File: src/source/cpu_pkg.sv
package cpu_pkg;

    // datapath widths
    localparam int data_w    = 8;
    localparam int addr_w    = 4;
    localparam int op_w      = 4;
    localparam int ram_bytes = 16;

    // microsteps per instruction, T0 to T4
    localparam int t_states = 5;
    localparam int t_w      = $clog2(t_states);

    // opcodes, upper nibble of the instruction
    localparam logic [op_w-1:0] op_lda = 4'd0;
    localparam logic [op_w-1:0] op_add = 4'd1;
    localparam logic [op_w-1:0] op_sub = 4'd2;
    localparam logic [op_w-1:0] op_sta = 4'd3;
    localparam logic [op_w-1:0] op_ldi = 4'd4;
    localparam logic [op_w-1:0] op_jmp = 4'd5;
    localparam logic [op_w-1:0] op_jc  = 4'd6;
    localparam logic [op_w-1:0] op_jz  = 4'd7;
    localparam logic [op_w-1:0] op_out = 4'd14;
    localparam logic [op_w-1:0] op_hlt = 4'd15;

    localparam int ctrl_w = 15;

    // control word fields, msb first
    // n_ prefix means active low
    typedef struct packed {
        logic cp;
        logic ep;
        logic lp;
        logic n_lma;
        logic n_lmd;
        logic n_ce;
        logic n_lr;
        logic n_li;
        logic n_ei;
        logic n_la;
        logic ea;
        logic sub;
        logic eu;
        logic n_lb;
        logic n_lo;
    } ctrl_fields_t;

    // microcode writes raw, datapath reads fields
    typedef union packed {
        logic [ctrl_w-1:0] raw;
        ctrl_fields_t      fields;
    } ctrl_word_t;

    // every field inactive
    localparam logic [ctrl_w-1:0] ctrl_idle = 15'h0FE3;

    // toggle masks, xor with ctrl_idle to assert a signal
    localparam logic [ctrl_w-1:0] m_cp    = 15'h4000;
    localparam logic [ctrl_w-1:0] m_ep    = 15'h2000;
    localparam logic [ctrl_w-1:0] m_lp    = 15'h1000;
    localparam logic [ctrl_w-1:0] m_n_lma = 15'h0800;
    localparam logic [ctrl_w-1:0] m_n_lmd = 15'h0400;
    localparam logic [ctrl_w-1:0] m_n_ce  = 15'h0200;
    localparam logic [ctrl_w-1:0] m_n_lr  = 15'h0100;
    localparam logic [ctrl_w-1:0] m_n_li  = 15'h0080;
    localparam logic [ctrl_w-1:0] m_n_ei  = 15'h0040;
    localparam logic [ctrl_w-1:0] m_n_la  = 15'h0020;
    localparam logic [ctrl_w-1:0] m_ea    = 15'h0010;
    localparam logic [ctrl_w-1:0] m_sub   = 15'h0008;
    localparam logic [ctrl_w-1:0] m_eu    = 15'h0004;
    localparam logic [ctrl_w-1:0] m_n_lb  = 15'h0002;
    localparam logic [ctrl_w-1:0] m_n_lo  = 15'h0001;

endpackage

File: src/source/control_block.sv
`timescale 1ns/1ns

module control_block (
    input  logic                     clk,
    input  logic                     rst_n,
    input  logic [cpu_pkg::op_w-1:0] opcode,
    input  logic                     cf,
    input  logic                     zf,
    output cpu_pkg::ctrl_word_t      ctrl,
    output logic                     halted
);
    import cpu_pkg::*;

    logic [t_w-1:0] t_state;
    logic           hlt_step;

    // HLT reaches its decode step
    assign hlt_step = (t_state == t_w'(2)) && (opcode == op_hlt);

    // ring counter T0..T4, frozen once halted
    always_ff @(posedge clk) begin
        if (!rst_n) begin
            t_state <= '0;
            halted  <= 1'b0;
        end else if (halted || hlt_step) begin
            // stays in T2 for good
            halted  <= 1'b1;
        end else if (t_state == t_w'(t_states - 1)) begin
            t_state <= '0;
        end else begin
            t_state <= t_state + 1'b1;
        end
    end

    // microcode table
    always_comb begin
        ctrl.raw = ctrl_idle;
        case (t_state)
            // fetch: pc into address register
            t_w'(0): ctrl.raw = ctrl_idle ^ (m_ep | m_n_lma);
            // ram into ir, bump pc
            t_w'(1): ctrl.raw = ctrl_idle ^ (m_n_ce | m_n_li | m_cp);
            t_w'(2): begin
                case (opcode)
                    // operand address into address register
                    op_lda, op_add, op_sub, op_sta:
                        ctrl.raw = ctrl_idle ^ (m_n_ei | m_n_lma);
                    // operand straight into A
                    op_ldi: ctrl.raw = ctrl_idle ^ (m_n_ei | m_n_la);
                    op_jmp: ctrl.raw = ctrl_idle ^ (m_n_ei | m_lp);
                    // conditional jumps fall through as a nop
                    op_jc: begin
                        if (cf) begin
                            ctrl.raw = ctrl_idle ^ (m_n_ei | m_lp);
                        end
                    end
                    op_jz: begin
                        if (zf) begin
                            ctrl.raw = ctrl_idle ^ (m_n_ei | m_lp);
                        end
                    end
                    op_out: ctrl.raw = ctrl_idle ^ (m_ea | m_n_lo);
                    // hlt and 8..13 leave the word idle
                    default: ctrl.raw = ctrl_idle;
                endcase
            end
            t_w'(3): begin
                case (opcode)
                    op_lda: ctrl.raw = ctrl_idle ^ (m_n_ce | m_n_la);
                    // operand byte into B
                    op_add, op_sub: ctrl.raw = ctrl_idle ^ (m_n_ce | m_n_lb);
                    // A into the data register
                    op_sta: ctrl.raw = ctrl_idle ^ (m_ea | m_n_lmd);
                    default: ctrl.raw = ctrl_idle;
                endcase
            end
            t_w'(4): begin
                case (opcode)
                    op_add: ctrl.raw = ctrl_idle ^ (m_eu | m_n_la);
                    op_sub: ctrl.raw = ctrl_idle ^ (m_eu | m_n_la | m_sub);
                    // commit the data register to ram
                    op_sta: ctrl.raw = ctrl_idle ^ m_n_lr;
                    default: ctrl.raw = ctrl_idle;
                endcase
            end
            default: ctrl.raw = ctrl_idle;
        endcase
    end

    // at most one bus source in any step of any opcode
    a_one_bus_driver: assert property (
        @(posedge clk) disable iff (!rst_n)
        $onehot0({ctrl.fields.ep, !ctrl.fields.n_ei, !ctrl.fields.n_ce,
                  ctrl.fields.ea, ctrl.fields.eu})
    );

    // counter never leaves T0..T4
    a_t_state_range: assert property (
        @(posedge clk) disable iff (!rst_n)
        t_state < t_w'(t_states)
    );

endmodule

File: src/source/program_counter.sv
`timescale 1ns/1ns

module program_counter (
    input  logic                       clk,
    input  logic                       rst_n,
    input  logic                       cp,
    input  logic                       lp,
    input  logic [cpu_pkg::addr_w-1:0] jump_addr,
    output logic [cpu_pkg::addr_w-1:0] pc
);

    // jump load beats increment
    // 15 wraps to 0 through the natural overflow
    always_ff @(posedge clk) begin
        if (!rst_n) begin
            pc <= '0;
        end else if (lp) begin
            pc <= jump_addr;
        end else if (cp) begin
            pc <= pc + 1'b1;
        end
    end

endmodule

File: src/source/alu.sv
`timescale 1ns/1ns

module alu (
    input  logic                       clk,
    input  logic                       rst_n,
    input  logic [cpu_pkg::data_w-1:0] reg_a,
    input  logic [cpu_pkg::data_w-1:0] reg_b,
    input  logic                       sub,
    input  logic                       eu,
    output logic [cpu_pkg::data_w-1:0] result,
    output logic                       cf,
    output logic                       zf
);
    import cpu_pkg::*;

    logic [data_w-1:0] b_in;
    logic              carry_out;

    // subtract as A + ~B + 1
    assign b_in = reg_b ^ {data_w{sub}};

    assign {carry_out, result} = reg_a + b_in + {{(data_w - 1){1'b0}}, sub};

    // flags only move when the alu drives the bus
    // carry high on sub means no borrow
    always_ff @(posedge clk) begin
        if (!rst_n) begin
            cf <= 1'b0;
            zf <= 1'b0;
        end else if (eu) begin
            cf <= carry_out;
            zf <= (result == '0);
        end
    end

endmodule

File: src/source/memory_unit.sv
`timescale 1ns/1ns

module memory_unit (
    input  logic                       clk,
    input  logic                       rst_n,
    input  logic [cpu_pkg::data_w-1:0] bus,
    input  logic                       n_lma,
    input  logic                       n_lmd,
    input  logic                       n_lr,
    input  logic                       prog,
    input  logic                       prog_we,
    input  logic [cpu_pkg::addr_w-1:0] prog_addr,
    input  logic [cpu_pkg::data_w-1:0] prog_data,
    output logic [cpu_pkg::data_w-1:0] data_out
);
    import cpu_pkg::*;

    logic [addr_w-1:0] mar;
    logic [data_w-1:0] mdr;
    logic [data_w-1:0] ram [ram_bytes];

    // address register, low nibble of the bus
    always_ff @(posedge clk) begin
        if (!rst_n) begin
            mar <= '0;
        end else if (!n_lma) begin
            mar <= bus[addr_w-1:0];
        end
    end

    // data register, staging for STA
    always_ff @(posedge clk) begin
        if (!n_lmd) begin
            mdr <= bus;
        end
    end

    // two write paths
    // pins while loading, data register while running
    always_ff @(posedge clk) begin
        if (prog && prog_we) begin
            ram[prog_addr] <= prog_data;
        end else if (!n_lr) begin
            ram[mar] <= mdr;
        end
    end

    // async read off the address register
    assign data_out = ram[mar];

    // core sits in reset during program mode
    // so a bus write here would mean a broken core reset
    a_no_bus_write_in_prog: assert property (
        @(posedge clk) disable iff (!rst_n)
        prog |-> n_lr
    );

endmodule

File: src/source/tt_um_ece298a_8_bit_cpu_top.sv
`timescale 1ns/1ns

module tt_um_ece298a_8_bit_cpu_top (
    input  logic [7:0] ui_in,
    output logic [7:0] uo_out,
    input  logic [7:0] uio_in,
    output logic [7:0] uio_out,
    output logic [7:0] uio_oe,
    input  logic       ena,
    input  logic       clk,
    input  logic       rst_n
);
    import cpu_pkg::*;

    // loader pins
    logic              prog;
    logic              prog_we;
    logic [addr_w-1:0] prog_addr;

    logic              core_rst_n;
    ctrl_word_t        ctrl;

    logic [data_w-1:0] bus;
    logic [data_w-1:0] reg_a;
    logic [data_w-1:0] reg_b;
    logic [data_w-1:0] ir;
    logic [data_w-1:0] out_reg;
    logic [data_w-1:0] alu_result;
    logic [data_w-1:0] ram_data;
    logic [addr_w-1:0] pc_value;
    logic [op_w-1:0]   opcode;
    logic [addr_w-1:0] operand;
    logic              cf;
    logic              zf;
    logic              halted;

    assign prog      = uio_in[5];
    assign prog_we   = uio_in[4];
    assign prog_addr = uio_in[addr_w-1:0];

    // core held in reset while loading
    assign core_rst_n = rst_n & ~prog;

    // ir split
    assign opcode  = ir[data_w-1:addr_w];
    assign operand = ir[addr_w-1:0];

    // bus mux, priority order
    // decode guarantees one source at a time
    always_comb begin
        if (ctrl.fields.ep) begin
            bus = {{(data_w - addr_w){1'b0}}, pc_value};
        end else if (!ctrl.fields.n_ei) begin
            bus = {{(data_w - addr_w){1'b0}}, operand};
        end else if (!ctrl.fields.n_ce) begin
            bus = ram_data;
        end else if (ctrl.fields.ea) begin
            bus = reg_a;
        end else if (ctrl.fields.eu) begin
            bus = alu_result;
        end else begin
            bus = '0;
        end
    end

    // A, B, IR and output latch off the bus
    always_ff @(posedge clk) begin
        if (!core_rst_n) begin
            reg_a   <= '0;
            reg_b   <= '0;
            ir      <= '0;
            out_reg <= '0;
        end else begin
            if (!ctrl.fields.n_la) begin
                reg_a <= bus;
            end
            if (!ctrl.fields.n_lb) begin
                reg_b <= bus;
            end
            if (!ctrl.fields.n_li) begin
                ir <= bus;
            end
            if (!ctrl.fields.n_lo) begin
                out_reg <= bus;
            end
        end
    end

    control_block cb (
        .clk    (clk),
        .rst_n  (core_rst_n),
        .opcode (opcode),
        .cf     (cf),
        .zf     (zf),
        .ctrl   (ctrl),
        .halted (halted)
    );

    // jump target comes from the ir operand on the bus
    program_counter pc (
        .clk       (clk),
        .rst_n     (core_rst_n),
        .cp        (ctrl.fields.cp),
        .lp        (ctrl.fields.lp),
        .jump_addr (bus[addr_w-1:0]),
        .pc        (pc_value)
    );

    alu alu_object (
        .clk    (clk),
        .rst_n  (core_rst_n),
        .reg_a  (reg_a),
        .reg_b  (reg_b),
        .sub    (ctrl.fields.sub),
        .eu     (ctrl.fields.eu),
        .result (alu_result),
        .cf     (cf),
        .zf     (zf)
    );

    // chip reset here, the ram path has to see program mode
    memory_unit mem (
        .clk       (clk),
        .rst_n     (rst_n),
        .bus       (bus),
        .n_lma     (ctrl.fields.n_lma),
        .n_lmd     (ctrl.fields.n_lmd),
        .n_lr      (ctrl.fields.n_lr),
        .prog      (prog),
        .prog_we   (prog_we),
        .prog_addr (prog_addr),
        .prog_data (ui_in),
        .data_out  (ram_data)
    );

    // pin map
    assign uo_out  = out_reg;
    assign uio_out = {cf, halted, 6'b000000};
    // top two uio pins are outputs
    assign uio_oe  = 8'hC0;

endmodule

File: config.mk
export PLATFORM = sky130hd
export DESIGN_NAME = tt_um_ece298a_8_bit_cpu_top
export DESIGN_NICKNAME = d
export VERILOG_FILES = /design/src/source/cpu_pkg.sv /design/src/source/control_block.sv /design/src/source/program_counter.sv /design/src/source/alu.sv /design/src/source/memory_unit.sv /design/src/source/tt_um_ece298a_8_bit_cpu_top.sv
export SDC_FILE = /design/constraint.sdc
export NUM_CORES = 1
export LEC_CHECK = 0
export BUFFER_PORTS_ARGS = -buffer_cell sky130_fd_sc_hd__buf_2
export CAP_MARGIN = 20
export CORE_UTILIZATION = 61
export CTS_CLUSTER_DIAMETER = 50
export DETAILED_ROUTE_END_ITERATION = 8
export HOLD_SLACK_MARGIN = 0.02
export PLACE_DENSITY = 0.9
export SYNTH_ARGS = -nofsm -noshare
export SYNTH_HDL_FRONTEND = slang
export SYNTH_SLANG_ARGS = --single-unit
File: constraint.sdc
create_clock -name clk -period 3.6 [get_ports clk]
set_input_delay 0.9 -clock clk [delete_from_list [all_inputs] [get_ports clk]]
set_output_delay 0.9 -clock clk [all_outputs]
set_load 0.01 [all_outputs]
==> impl_metrics.yaml <==
final_layout:
  final_area_sq_um: 9360
  n_antenna_cell: 0
  stdcell_count: 833
  final_util: 0.698
  drive_above_1_share: 0.228
  areaGrowthSynthToFinish_pct: 10.5
  fin_nets: 677
placement:
  port_buffers: 25
  dp_cells: 801
  placed_area_sq_um: 8760
  dp_hpwl_mm: 13.0
  place_ws_ns: -0.0432
  gp_congestion: 0.919
power_and_ir_drop:
  p_total_mw: 4.49
  p_per_area_nw_per_um2: 479
  leakage_nw: 3.19
  ir_drop_uv: 413
critical_path:
  end_kind: "register"
  cp.required_ns: 3.77
  worst_setup_path_start_kind: "register"
  path_max_fanout: 7
  crit_arrival_ns: 3.50
  path_class: "register to register"
clock_tree:
  htree_levels: 4
  clkTransAtPathRegs_ns: 0.07
  clock-sinks: 186
  ctsRootBufferMaster: "clkbuf_16"
  cts_buffer_depth: 2
  cts_buffers: 17
  cts_tree: "yes"
  insertion_delay_ns: 0.44
  cts_hold_buffers: 0
route:
  wl_mm: 19.6
  ant_nets: 0
  drc: 0
  drt-vias-per-instance: 6.45
  dr.pass1.iters: 8
  dr_total_vias: 5375
  wl_per_cell_microns: 23.5
  drtIter0Drc: 642
sta:
  hold_viol: 0
  post-route-period-util: 0.925
  max_slew_margin: 0.266
  worstMarginPinSlew_ns: 1.10
  timing.fmax_mhz: 300
  setup_viol: 0
  timing.setup.tns_ns: 0
  rsz0062_at_grt: "no"
  fin_crit_ns: 3.33
  fin_skew_ns: 0.0121
  slew_viol_final: 0
  fin_ws_ns: 0.269
  hold_ws_ns: 0.483
global_route:
  antenna_found_initial: 0
  grt_max_degree: 33
  grt_pass1_wl_mm: 30.2
  grt_pass1_vias: 5267
  track_usage: 0.294
  grt.overflow.total: 0
synth:
  synth_top_area_cell: "edfxtp_1"
  synth_sequential_area_ratio: 0.600
  post_synth.cell_area_avg_sq_um: 13.9
  synth_cell_types: 74
  synth_top_area_frac: 0.482
  synth-edff-count: 136
  syn_inst: 608
  synth-async-reset-ratio: 0
  ys_warn_count: 0
  netlist_area_sq_um: 8470
  synth-seq-cells: 186
  synth_area_leaders: "edfxtp_1, dfxtp_1, mux4_2"
  synth_ff_type: "edfxtp_1"
floorplanning:
  initial_utilization: 0.632
  dieArea_sq_um: 14400
  core_sq_um: 13400
  fp.dieH_microns: 120
  io_pins: 43
  die_w_microns: 120
  rows: 42
worst_hold_path:
  hold_path_class: "register to register"
outcome:
  status: "finished, final reports clean"
job:
  maxCapViolCount: 0
[cell usage after synthesis (3+ instances only)]
master	n
a2111oi_4	3
a211oi_1	9
a21oi_1	36
a22oi_1	5
a31oi_1	7
and2_1	3
buf_2	9
buf_4	24
buf_6	4
clkbuf_1	8
dfxtp_1	50
edfxtp_1	136
ha_1	13
inv_1	15
mux2_2	11
mux2i_1	13
mux4_2	33
nand2_1	30
nand2b_1	10
nand3_1	9
nand4_1	3
nor2_1	38
nor2b_1	9
nor3_1	3
nor3b_1	3
nor4_1	3
o211a_1	4
o211ai_1	6
o21a_1	5
o21ai_0	32
o22ai_1	8
o32ai_1	3
xnor2_1	12
xor2_1	3
[final timing paths]
check                  end     startpoint  cells after the start  slack [ns]
max             mem.mdr[3]  cb.t_state[0]                     12        0.27
min          cb.t_state[2]      cb.halted                      2        0.48
max reg2reg     mem.mdr[3]  cb.t_state[0]                     12        0.27
min reg2reg  cb.t_state[2]      cb.halted                      2        0.48
[placed cells by master, fill, tap and decap left out, types with 11 or more instances in the layout]
cell / count
buf_4: 26
nand2_1: 29
xnor2_1: 12
ha_1: 13
clkbuf_16: 17
conb_1: 14
edfxtp_1: 136
a21oi_1: 36
o21ai_0: 31
nor2_1: 38
mux4_2: 33
inv_1: 15
buf_2: 25
mux2i_1: 13
dfxtp_1: 50
mux2_2: 11
[state kept, by name (all words and copies together) (netlist names), named ones only]
name,flops
mem.ram,128
ir,8
mem.mdr,8
reg_a,8
reg_b,8
uo_out,8
mem.mar,4
pc.pc,4
cb.t_state,3
alu_object.cf,1
alu_object.zf,1
cb.halted,1
[power by group]
group	internal (mW)	switching (mW)	leakage [nW]	total, mW
clock	0.983	0.855	0.285	1.84
combinational	0.127	0.176	1.26	0.303
sequential	2.31	0.0326	1.64	2.34
total	3.42	1.06	3.19	4.49
[cells by family (layout without fill, tap and decap cells)]
family / Yosys count / in the layout / synth area share
other: 2 / 14 / 0.000886
xor gates and xnor gates: 15 / 15 / 0.0155
adders and majority gates: 14 / 14 / 0.0216
and+or+nand+nor: 131 / 131 / 0.0812
AOI/OAI and AO/OA: 142 / 142 / 0.120
DFF: 186 / 186 / 0.600
buffers and inverters: 61 / 98 / 0.0425
muxes: 57 / 57 / 0.118
[timing repair]
item | 4_1_cts | 5_1_grt
gates resized for setup | 1 | 3
setup buffers | 0 | 0
endpoints found under the setup margin | 3 | 21
hold endpoints to repair | 0 | 0
[metal layers]
metal | track usage | share of wire | up-vias
met5 | 0 | 0 | -
met4 | 0.123 | 0.031 | 0
met3 | 0.0599 | 0.064 | 49
met2 | 0.509 | 0.52 | 254
met1 | 0.360 | 0.38 | 2677
li1 | - | - | 2395
[critical path, cell delays in order (launching register included)]
cell and delay (ns):
dfxtp_1 0.35, inv_1 0.12, ha_1 0.20, and4bb_4 0.33, nand2_4 0.13, xnor2_1 0.24, ha_1 0.29, o21a_1 0.22
o22ai_1 0.13, o211ai_1 0.19, or4bb_1 0.59, o311ai_2 0.16, nand2_1 0.11
[layout make-up]
cell class | count | area, sq um
Clock inverter | 14 | 156
Multi-Input combinational cell | 373 | 3090
Fill cell | 880 | 4040
Tap cell | 176 | 220
Timing Repair Buffer | 51 | 320
Inverter | 15 | 56.3
Clock buffer | 18 | 429
Sequential cell | 186 | 5080
(Power assumes the default switching activity.)
